`src/rtl/evr_char_pkg.sv`:
```
/* Decoded 8b/10b lane types and comma framing constants for the event receiver.
   Imported by the alignment logic and the wrapper ports. */

package evr_char_pkg;

    ////////////////////////////////////////////////////////////////////////////
    // decoded character stream

    // one two-byte word as seen by the event decoder, byte 0 in data[7:0]
    typedef struct packed {
        logic [15:0] data;      // decoded bytes
        logic [1:0]  is_k;      // per byte K flag
        logic [1:0]  is_comma;  // per byte comma flag from the decoder
    } rx_word_t;                // 20 bits

    // word plus the decoder error flags, straight from the transceiver
    typedef struct packed {
        rx_word_t    word;
        logic [1:0]  not_in_table;  // code group not valid
        logic [1:0]  disp_err;      // running disparity violation
    } rx_lane_t;                    // 24 bits

    ////////////////////////////////////////////////////////////////////////////
    // framing

    // K28.5, the only comma the event generator sends, always in byte 0
    localparam logic [7:0] K28_5 = 8'hBC;

    // clean commas in a row before the lane is trusted
    localparam int COMMAS_NEEDED = 60;

    // down counter must hold the reload value itself
    localparam int COMMA_CNT_W = $clog2(COMMAS_NEEDED + 1);

    // hunt until enough commas, drop back on any bad word
    typedef enum logic {
        ALIGN_HUNT   = 1'b0,
        ALIGN_LOCKED = 1'b1
    } align_state_t;

endpackage

```
`src/rtl/evr_mgt_pkg.sv`:
```
/* Transceiver control and status fields and their bit positions in the
   32-bit register words shared with software. */

package evr_mgt_pkg;

    // register word width on the software side
    localparam int CSR_W = 32;

    ////////////////////////////////////////////////////////////////////////////
    // control word, written by software
    //   bit 30  slide_req    bit 27  gtrxreset
    //   bit 29  gttxreset    bit 26  cpllreset
    //   bit 28  rxpmareset   bit 25  softreset (tx and rx)

    typedef struct packed {
        logic slide_req;    // rising edge asks for one bit slide
        logic gttxreset;
        logic rxpmareset;
        logic gtrxreset;
        logic cpllreset;
        logic softreset;    // drives both soft reset inputs
    } mgt_ctrl_t;

    localparam int CTRL_LSB = 25;                  // softreset position
    localparam int CTRL_W   = $bits(mgt_ctrl_t);   // 6 fields

    ////////////////////////////////////////////////////////////////////////////
    // status word, read back by software
    //   bit 30  rx aligned          bit 26  rx_fsm_reset_done
    //   bit 29  rxresetdone         bit 25  tx_fsm_reset_done
    //   bit 28  cplllock            bit 24  txresetdone
    //   bit 27  cpllfbclklost

    typedef struct packed {
        logic rxresetdone;
        logic cplllock;
        logic cpllfbclklost;
        logic rx_fsm_reset_done;
        logic tx_fsm_reset_done;
        logic txresetdone;
    } mgt_stat_t;

    localparam int STAT_LSB    = 24;                // txresetdone position
    localparam int STAT_W      = $bits(mgt_stat_t); // 6 levels
    localparam int ALIGNED_BIT = 30;                // alignment flag, above the levels

endpackage

```
`src/rtl/evr_mgt_csr.sv`:
```
/* Transceiver control register, bit slide pulse and status readback word.
   Software writes the control word by strobe and reads the status word back. */

`timescale 1ns/1ps

module evr_mgt_csr (
    input  logic                          evrClk,
    input  logic                          arst_n_i,
    input  logic                          ctrl_strobe_i,  // one cycle write
    input  logic [evr_mgt_pkg::CSR_W-1:0] ctrl_data_i,    // sampled with the strobe
    input  logic                          rx_aligned_i,
    input  evr_mgt_pkg::mgt_stat_t        mgt_stat_i,     // levels from the transceiver
    output evr_mgt_pkg::mgt_ctrl_t        mgt_ctrl_o,
    output logic                          bit_slide_o,    // single cycle pulse
    output logic [evr_mgt_pkg::CSR_W-1:0] status_o
);

    import evr_mgt_pkg::*;

    mgt_ctrl_t ctrl_q;        // stored control levels
    logic      slide_req_q;   // slide_req one cycle back

    ////////////////////////////////////////////////////////////////////////////
    // control register

    always_ff @(posedge evrClk or negedge arst_n_i) begin
        if (!arst_n_i) begin
            ctrl_q <= '0;
        end else if (ctrl_strobe_i) begin
            ctrl_q <= mgt_ctrl_t'(ctrl_data_i[CTRL_LSB +: CTRL_W]);  // bits 30..25
        end
    end

    assign mgt_ctrl_o = ctrl_q;   // slide_req mirrored too

    ////////////////////////////////////////////////////////////////////////////
    // bit slide pulse

    // rising edge of the stored request only, holding it at 1 does nothing
    always_ff @(posedge evrClk or negedge arst_n_i) begin
        if (!arst_n_i) begin
            slide_req_q <= 1'b0;
            bit_slide_o <= 1'b0;
        end else begin
            slide_req_q <= ctrl_q.slide_req;
            bit_slide_o <= ctrl_q.slide_req && !slide_req_q;
        end
    end

    ////////////////////////////////////////////////////////////////////////////
    // status readback

    always_comb begin
        status_o = '0;                                  // unused bits read zero
        status_o[ALIGNED_BIT]        = rx_aligned_i;
        status_o[STAT_LSB +: STAT_W] = mgt_stat_i;      // bits 29..24
    end

endmodule

```
`src/rtl/evr_rx_align.sv`:
```
/* Comma based word alignment check on the decoded receive lane.
   Only words seen while locked and error free are passed on to the event decoder. */

`timescale 1ns/1ps

module evr_rx_align (
    input  logic                   evrClk,
    input  logic                   arst_n_i,
    input  evr_char_pkg::rx_lane_t rx_lane_i,     // one decoded word per cycle
    output evr_char_pkg::rx_word_t chars_o,       // gated word, one cycle late
    output logic                   rx_aligned_o   // high while locked
);

    import evr_char_pkg::*;

    // word classification
    logic                   word_err;
    logic                   word_comma;

    // alignment fsm
    align_state_t           state_q;
    align_state_t           state_d;
    logic [COMMA_CNT_W-1:0] comma_cnt_q;
    logic [COMMA_CNT_W-1:0] comma_cnt_d;

    ////////////////////////////////////////////////////////////////////////////
    // classify the incoming word

    // any decoder flag is fatal, and K is only legal in byte 0
    assign word_err = (|rx_lane_i.not_in_table)
                   || (|rx_lane_i.disp_err)
                   || rx_lane_i.word.is_k[1];

    // a clean K28.5 in the low byte
    assign word_comma = !word_err
                     && rx_lane_i.word.is_k[0]
                     && (rx_lane_i.word.data[7:0] == K28_5);

    ////////////////////////////////////////////////////////////////////////////
    // hunt / locked state with comma down counter

    always_comb begin
        state_d     = state_q;
        comma_cnt_d = comma_cnt_q;

        if (word_err) begin
            // bad word in either state, start counting from scratch
            state_d     = ALIGN_HUNT;
            comma_cnt_d = COMMA_CNT_W'(COMMAS_NEEDED);
        end else if (state_q == ALIGN_HUNT && word_comma) begin
            comma_cnt_d = comma_cnt_q - 1'b1;
            // last comma of the run locks on this same edge
            if (comma_cnt_q == COMMA_CNT_W'(1)) begin
                state_d = ALIGN_LOCKED;
            end
        end
        // clean data words leave the count alone
    end

    always_ff @(posedge evrClk or negedge arst_n_i) begin
        if (!arst_n_i) begin
            state_q     <= ALIGN_HUNT;
            comma_cnt_q <= COMMA_CNT_W'(COMMAS_NEEDED);
        end else begin
            state_q     <= state_d;
            comma_cnt_q <= comma_cnt_d;
        end
    end

    assign rx_aligned_o = (state_q == ALIGN_LOCKED);

    ////////////////////////////////////////////////////////////////////////////
    // character gating

    // decision uses the state before the edge, so the word that breaks
    // lock is already blanked
    always_ff @(posedge evrClk or negedge arst_n_i) begin
        if (!arst_n_i) begin
            chars_o <= '0;
        end else if (state_q == ALIGN_LOCKED && !word_err) begin
            chars_o <= rx_lane_i.word;    // pass through unchanged
        end else begin
            chars_o <= '0;                // misframed or corrupt, decoder sees idle
        end
    end

endmodule

```
`src/rtl/evr_rx_wrapper.sv`:
```
/* Receive side of the event receiver transceiver wrapper.
   Joins lane alignment with the software control and status register. */

`timescale 1ns/1ps

module evr_rx_wrapper (
    input  logic                          evrClk,        // recovered lane clock
    input  logic                          arst_n_i,
    // decoded lane from the transceiver
    input  evr_char_pkg::rx_lane_t        rx_lane_i,
    // software control write
    input  logic                          ctrl_strobe_i,
    input  logic [evr_mgt_pkg::CSR_W-1:0] ctrl_data_i,
    // transceiver status levels
    input  evr_mgt_pkg::mgt_stat_t        mgt_stat_i,
    // to the event decoder
    output evr_char_pkg::rx_word_t        chars_o,
    output logic                          rx_aligned_o,
    // to the transceiver
    output evr_mgt_pkg::mgt_ctrl_t        mgt_ctrl_o,
    output logic                          bit_slide_o,
    // software readback
    output logic [evr_mgt_pkg::CSR_W-1:0] status_o
);

    logic rx_aligned;   // lock flag, also shown in the status word

    // comma alignment and character gating
    evr_rx_align u_align (
        .evrClk       (evrClk),
        .arst_n_i     (arst_n_i),
        .rx_lane_i    (rx_lane_i),
        .chars_o      (chars_o),
        .rx_aligned_o (rx_aligned)
    );

    // control bits, slide pulse, status word
    evr_mgt_csr u_csr (
        .evrClk        (evrClk),
        .arst_n_i      (arst_n_i),
        .ctrl_strobe_i (ctrl_strobe_i),
        .ctrl_data_i   (ctrl_data_i),
        .rx_aligned_i  (rx_aligned),
        .mgt_stat_i    (mgt_stat_i),
        .mgt_ctrl_o    (mgt_ctrl_o),
        .bit_slide_o   (bit_slide_o),
        .status_o      (status_o)
    );

    assign rx_aligned_o = rx_aligned;

endmodule

```
`config.mk`:
```
export PLATFORM = sky130hd
export DESIGN_NAME = evr_rx_wrapper
export DESIGN_NICKNAME = d
export VERILOG_FILES = /design/src/rtl/evr_char_pkg.sv /design/src/rtl/evr_mgt_pkg.sv /design/src/rtl/evr_mgt_csr.sv /design/src/rtl/evr_rx_align.sv /design/src/rtl/evr_rx_wrapper.sv
export SDC_FILE = /design/constraint.sdc
export NUM_CORES = 1
export LEC_CHECK = 0
export BUFFER_PORTS_ARGS = -buffer_cell sky130_fd_sc_hd__buf_2
export CORE_ASPECT_RATIO = 2
export CORE_UTILIZATION = 36
export CTS_CLUSTER_SIZE = 10
export DETAILED_ROUTE_END_ITERATION = 12
export PLACE_DENSITY = 0.82
export SYNTH_ARGS = -nofsm -noshare
export SYNTH_HDL_FRONTEND = slang
export SYNTH_SLANG_ARGS = --single-unit
export TNS_END_PERCENT = 10
```
`constraint.sdc`:
```
create_clock -name evrClk -period 1.3 [get_ports evrClk]
set_input_delay 0.195 -clock evrClk [delete_from_list [all_inputs] [get_ports evrClk]]
set_output_delay 0.195 -clock evrClk [all_outputs]
set_load 0.05 [all_outputs]
```
==> impl_results.md, run 1 <==
* Outcome: finished with violations
* Violated checks: setup timing
* Delay of the slowest cell on the worst path at about 540 ps
* CP Capture Point: u_align.comma_cnt_q[3]
* Antenna violation net count after detailed routing at 0
* RSZ-0062 raised after global routing: yes
* Reg2reg start: u_align.comma_cnt_q[1]
* Summed instance area of the synthesized netlist at 1678 µm²
* Endpoints failing setup at 4
* Number of antenna violations at the first check in global routing at 0
* Length in cells of the worst reg-to-reg path at 3
* Root cell of the clock tree: sky130_fd_sc_hd__clkbuf_8
* Register-to-register setup slack at -120 ps
* Placement row count at 34
* Final total power at between 2 and 2.5 mW
* Synth async-reset ratio at 100.0%
* Pin count of the biggest net entering global routing at 21
* Power density over the cells at 1065 nW/µm²
* Number of DRC violations after detailed routing at 0
* CTS tree: done
* WHS at approximately 150 ps
* Antenna cell count at 0
* Die Area at 4954 µm²
* Worst-skew pair later-pin latency at ~280 ps
* CP Class: flip-flop to flip-flop
* CP Launch Type: flip-flop
* Total global-route track usage at about 14%
* Net count, final at roughly 280
* Number of hold violations in the final report at 0
* Number of maximum-capacitance constraint violations at 0
* Slew Limit Fails at 0
* Layout overhead on the synthesized area at 27.89%
* Cell-by-cell listing of the critical path: or4b_1, nor4_2, mux2i_1
* Slowest-stage cell, CP: sky130_fd_sc_hd__or4b_1
* Maximum buffer depth of the clock tree at 2
* Worst clock skew at between 8 and 9 ps
* Share of final-layout standard cells stronger than drive strength 1 at between 40 and 50%
* Global-route wire length before repair at slightly above 5 mm
* Top-level I/O count at 125
* Worst-path fanout max at 4
* Number of storage elements in the synthesis netlist at 35
* Fmax at about 700 MHz
* Count leader, synth: sky130_fd_sc_hd__buf_4
* Placeable core area at about 4400 µm²
* IR Drop Worst-Case VDD at between 0.7 and 0.8 mV
* Chip Height at approximately 99 µm
* Endpoint type of the worst setup path: flip-flop
* Area contributors post-synth: sky130_fd_sc_hd__dfrtp_1, sky130_fd_sc_hd__buf_4, sky130_fd_sc_hd__and3_1
* EDFF count, synth at 0
* Clock sink count at 35
* Final worst path period need at between 1000 and 1500 ps
* Count of cell types in the netlist at 33
* Via count at between 1,000 and 1,500
* Post-Syn Area per Cell at ~12 µm²
* Gp weighted congestion at ~0.74
* Prevailing post-synth register cell: sky130_fd_sc_hd__dfrtp_1
* Pre-Repair DR Iteration Count at 4
* Vias per cell at about 4.6
* CTS clock-pin slew for the worst setup and hold paths at 70 ps
* Final Cycle Share at 109.2%
* Syn Inst Count at 144
* Worst Slack Setup Final at -119.6 ps
* Reg-to-Reg End: u_align.comma_cnt_q[3]
* Floorplan die width at approximately 50 µm
* Starting Density at between 30 and 40%
* Start point of the critical path: u_align.comma_cnt_q[1]
* Final global-route overflow total at 0
* Average wire per cell in the routed design at between 10 and 15 µm
* Port Buffer Count at approximately 60
* Worst endpoint required time at 1510 ps
* Yosys warning count at 0
* Leading area contributor after synthesis: sky130_fd_sc_hd__dfrtp_1
* Arr. time, crit path at 1630 ps
* DP Worst Slack at -158.2 ps
* Via count of the first global-routing pass at 1,164
* Post-synth top area share at ~46%
* Leakage at approximately 1.1 nW
* Hold Crit Class: input pin to flip-flop
* Synth top cells by count: sky130_fd_sc_hd__buf_4, sky130_fd_sc_hd__dfrtp_1, sky130_fd_sc_hd__and3_1
* # fillers at between 400 and 500
* H-tree levels at 2
* Wire length reported by the detailed router at roughly 3.2 mm
* Final HPWL DP at approximately 2.6 mm
* TritonCTS buffer count at 5
* Portion of the post-synthesis area used by sequential elements at 52.50%
* Iteration-0 DRC count of the detailed router at 25
## logic make-up (layout without fill, tap and decap cells)
family,Yosys count,count (layout),synth area share (%)
AOI/OAI and AO/OA,5,5,2.088
adders and majority gates,2,2,1.491
buffers and inverters,41,88,16.78
DFF,35,35,52.50
muxes,10,10,6.413
other,1,26,0.2235
and+or+nand+nor,50,50,20.51
## sequential cells by signal (all words and copies together), names as in the netlist
signal	flops
u_csr.mgt_ctrl_o	6
u_align.chars_o	20
u_csr.slide_req_q	1
u_align.comma_cnt_q	6
u_csr.bit_slide_o	1
u_align.rx_aligned_o	1
## area by class of cell
type / instances / area (µm²) / share of cell area (%)
flip-flops and latches: 35 / 882.1 / 41.11
multi-input cells: 93 / 659.4 / 30.73
repair buffers: 78 / 447.9 / 20.87
clock buffers: 7 / 76.32 / 3.557
well taps: 54 / 67.56 / 3.149
inverters: 2 / 7.507 / 0.3499
clock inverters: 1 / 5.005 / 0.2332
## layout by cell type, fill, tap and decap left out, drive strengths merged, types with 4 or more instances in the layout
cell and n:
mux2 6, dfrtp 31, and3 19, nor4 5
buf 77, mux2i 4, clkbuf 7, nor3b 4
nor3 5, dfstp 4, conb 26
## layer usage
layer	track usage (%)	share of wire (%)	up-vias
met5	0	0	-
met3	2.315	5.8	6
met1	14.29	36	597
met2	24.62	56	57
met4	8.571	2.6	0
li1	-	-	591
## worst min-delay path by stage
stage / startpoint / end / slack [ps] / depth (start not counted)
after CTS: ctrl_data_i[29] / u_csr.mgt_ctrl_o[4] / 150 / 2
after detailed placement: arst_n_i / u_csr.mgt_ctrl_o[4] / 160 / 1
final: rx_lane_i[4] / u_align.chars_o[0] / 150 / 2
after global routing: rx_lane_i[22] / u_align.chars_o[18] / 150 / 2
after floorplan: arst_n_i / u_align.chars_o[0] / -100 / 0
after global placement: arst_n_i / u_csr.mgt_ctrl_o[4] / 160 / 1
## critical path: cells and delay by family (launching register included)
family	cells	cell delay [ps]
and+or+nand+nor	2	720
DFF	1	410
muxes	1	210
## repair_timing
| action | in CTS | in global routing |
|---|---|---|
| endpoints found under the setup margin | 7 | 7 |
| pin swaps | 2 | 0 |
| buffers inserted | 0 | 0 |
| hold buffers | 1 | 0 |
| gates resized for setup | 4 | 1 |
| hold endpoints to repair | 14 | 0 |
## metrics by stage
step | util (%) | setup TNS (ps) | cells | instance area, µm²
2_1_floorplan | - | -207.4 | 169 | 1814
3_3_place_gp | 45.96 | -2877 | 261 | 2033
3_5_place_dp | 45.96 | -3473 | 261 | 2033
4_1_cts | 48.42 | -326.4 | 270 | 2142
5_1_grt | 48.50 | -647.9 | 270 | 2146
6_report | 48.50 | -283.7 | 270 | 2146
## report_power, final
part | leakage, nW | switching (mW) | internal [mW]
clock network | 0.0422 | 0.358 | 0.375
registers | 0.454 | 0.0110 | 1.12
logic | 0.646 | 0.325 | 0.0997
No activity file was read; power rests on OpenSTA's default activity.
==> inputs of run 2 (changes only) <==
- PLACE_DENSITY: 0.82 -> 0.81
- SYNTH_HIERARCHICAL: unset -> 1
==> impl_results.md, run 2 <==
* Register-to-register setup slack at -80 ps
* Antenna violation net count after detailed routing at 0
* Number of maximum-capacitance constraint violations at 0
* Worst clock skew at approximately 2.7 ps
* Leakage at 1.159 nW
* Post-Syn Area per Cell at roughly 12 µm²
* H-tree levels at 2
* IR Drop Worst-Case VDD at 0.8034 mV
* Length in cells of the worst reg-to-reg path at 3
* Layout overhead on the synthesized area at 25.37%
* Final Cycle Share at 106.5%
* Yosys warning count at 6
* Clock sink count at 35
* Port Buffer Count at ~60
* Die Area at 5037 µm²
* Worst endpoint required time at about 1500 ps
* Worst Hold Depth at 2
* Global-route wire length before repair at 5.071 mm
* Fraction of synthesized area in multiplexers at 7.625%
* Top-level I/O count at 125
* CTS clock-pin slew for the worst setup and hold paths at roughly 70 ps
* Vias per cell at between 4 and 5
* Simple-gate area share of the yosys netlist at 19.87%
* Count of buffers added by post-CTS timing repair for setup at 0
* Via count at roughly 1,200
* Synth top cells by count: sky130_fd_sc_hd__buf_4, sky130_fd_sc_hd__dfrtp_1, sky130_fd_sc_hd__and2_1
* Worst Slack Setup Final at -84.15 ps
* Endpoint type of the worst setup path: flip-flop
* Average wire per cell in the routed design at around 12 µm
* TNS Setup at -122.4 ps
* Slew Limit Fails at 0
* Delay of the slowest cell on the worst path at ~550 ps
* Summed instance area of the synthesized netlist at roughly 1700 µm²
* Maximum buffer depth of the clock tree at 2
* CP Class: flip-flop to flip-flop
* Reg-to-Reg End: u_align/comma_cnt_q[5]
* Root cell of the clock tree: sky130_fd_sc_hd__clkbuf_8
* Pin count of the biggest net entering global routing at 36
* Share of final-layout standard cells stronger than drive strength 1 at a little under half
* Starting Density at roughly 37%
* Floorplan die width at 50.69 µm
* EDFF count, synth at 0
* Slowest-stage cell, CP: sky130_fd_sc_hd__or4b_4
* Total global-route track usage at about 14%
* Chip Height at about 99 µm
* Largest register by flop count: u_align/chars_o
* Outcome: finished with violations
* Final worst path period need at roughly 1400 ps
* Fmax at 722.5 MHz
* Number of hold violations in the final report at 0
* Prevailing post-synth register cell: sky130_fd_sc_hd__dfrtp_1
* TritonCTS buffer count at 5
* Synth async-reset ratio at 100.0%
* Count of cell types in the netlist at 34
* Number of antenna violations at the first check in global routing at 0
* Worst-skew pair later-pin latency at 290 ps
* Number of storage elements in the synthesis netlist at 35
* Area contributors post-synth: sky130_fd_sc_hd__dfrtp_1, sky130_fd_sc_hd__buf_4, sky130_fd_sc_hd__and2_1
* Count leader, synth: sky130_fd_sc_hd__buf_4
* Reg2reg start: u_align/comma_cnt_q[2]
* CP Launch Type: flip-flop
* Final global-route overflow total at 0
* Net count, final at roughly 280
* Most frequent cells in the layout: sky130_fd_sc_hd__buf_2, sky130_fd_sc_hd__dfrtp_1, sky130_fd_sc_hd__conb_1, sky130_fd_sc_hd__and2_1, sky130_fd_sc_hd__buf_4
* Cell-by-cell listing of the critical path: or4b_4, nor4_4, mux2i_1
* Hold Crit Class: input pin to flip-flop
* DP Worst Slack at -197.3 ps
* Worst Hold Endpoint: u_align/chars_o[0]
* RSZ-0062 raised after global routing: yes
* Portion of the post-synthesis area used by sequential elements at around half
* Endpoints failing setup at 2
* Iteration-0 DRC count of the detailed router at 16
* Top cell family by delay on the critical path: simple AND/OR/NAND/NOR gates
* Most common cell after layout, fill and taps aside: sky130_fd_sc_hd__buf_2
* Power density over the cells at 1178 nW/µm²
* Placeable core area at approximately 4600 µm²
* Worst hold start: rx_lane_i[4]
* CTS tree: done
* Syn Inst Count at around 140
* Number of DRC violations after detailed routing at 0
* Flip-flop count of the largest register after layout at 20
* Compound-gate portion of the synthesized area at between 2 and 2.5%
* Worst-path fanout max at 2
* Antenna cell count at 0
* Number of buffer and inverter stages on the critical path at 0
* Wire length reported by the detailed router at about 3.2 mm
* Post-synth top area share at between 40% and 50%
* Placement row count at 35
* Gp weighted congestion at roughly 0.93
* Post-Synth XOR/XNOR Area at 0%
* Synthesized-area fraction occupied by adder cells at 1.466%
* Leading area contributor after synthesis: sky130_fd_sc_hd__dfrtp_1
* Largest family of logic cells by synthesized area: simple AND/OR/NAND/NOR gates
* Violated checks: setup timing
* Arr. time, crit path at around 1600 ps
* Pre-Repair DR Iteration Count at 4
* Via count of the first global-routing pass at ~1,100
* Final HPWL DP at about 2.5 mm
-- run 2: worst max path at each step --
stage,depth (start not counted),slack (ps),endpoint,start
2_1_floorplan,4,-20,u_align/comma_cnt_q[1],rx_lane_i[1]
3_3_place_gp,5,-170,u_align/chars_o[10],rx_lane_i[1]
3_5_place_dp,5,-200,u_align/chars_o[5],rx_lane_i[1]
4_1_cts,3,-80,u_align/comma_cnt_q[5],u_align/comma_cnt_q[2]
5_1_grt,3,-120,u_align/comma_cnt_q[5],u_align/comma_cnt_q[2]
6_report,3,-80,u_align/comma_cnt_q[5],u_align/comma_cnt_q[2]
-- run 2: routing by layer --
metal  vias up  global-route usage [%]  part of all wire [%]
met5         -                       0                     0
met4         0                   7.906                   2.2
met3         7                   3.823                   5.8
met2        53                   25.64                    60
met1       577                   12.28                    32
li1        549                       -                     -
-- run 2: what timing repair did --
| action | 4_1_cts | 5_1_grt |
|---|---|---|
| pin swaps | 0 | 1 |
| setup endpoints to repair | 3 | 4 |
| hold buffers | 1 | 0 |
| resized for setup | 3 | 4 |
| hold endpoints to repair | 31 | 0 |
-- run 2: logic make-up after synthesis --
group | count (synthesis)
other | 2
buffers and inverters | 40
muxes | 10
DFF | 35
AOI/OAI and AO/OA | 5
and+or+nand+nor | 49
adders and majority gates | 2
-- run 2: where the power goes --
group	switching, mW	leakage [nW]	internal (mW)	total (mW)
Sequential	0.0147	0.453	1.12	1.13
Clock	0.397	0.0581	0.570	0.967
Combinational	0.323	0.648	0.0985	0.422
Total	0.735	1.16	1.78	2.52
-- run 2: area by class of cell --
class / count / area, µm²
Fill cell: 457 / 2459
Clock buffer: 5 / 68.82
Timing Repair Buffer: 71 / 382.9
Inverter: 3 / 11.26
Multi-Input combinational cell: 92 / 680.7
Sequential cell: 35 / 883.3
Tap cell: 55 / 68.82
Clock inverter: 3 / 43.79
-- run 2: stage by stage --
step                      hold slack (ps)  area, µm²  utilization [%]  total power [mW]  std cells
after floorplan                    -100.6       1818                -             1.563        167
after global placement              243.3       1983            43.13             1.558        255
after detailed placement            252.6       1983            43.13             1.567        255
after CTS                           103.5       2126            46.23             2.540        264
after global routing                108.1       2140            46.53             2.609        264
final                               110.1       2140            46.53             2.519        264
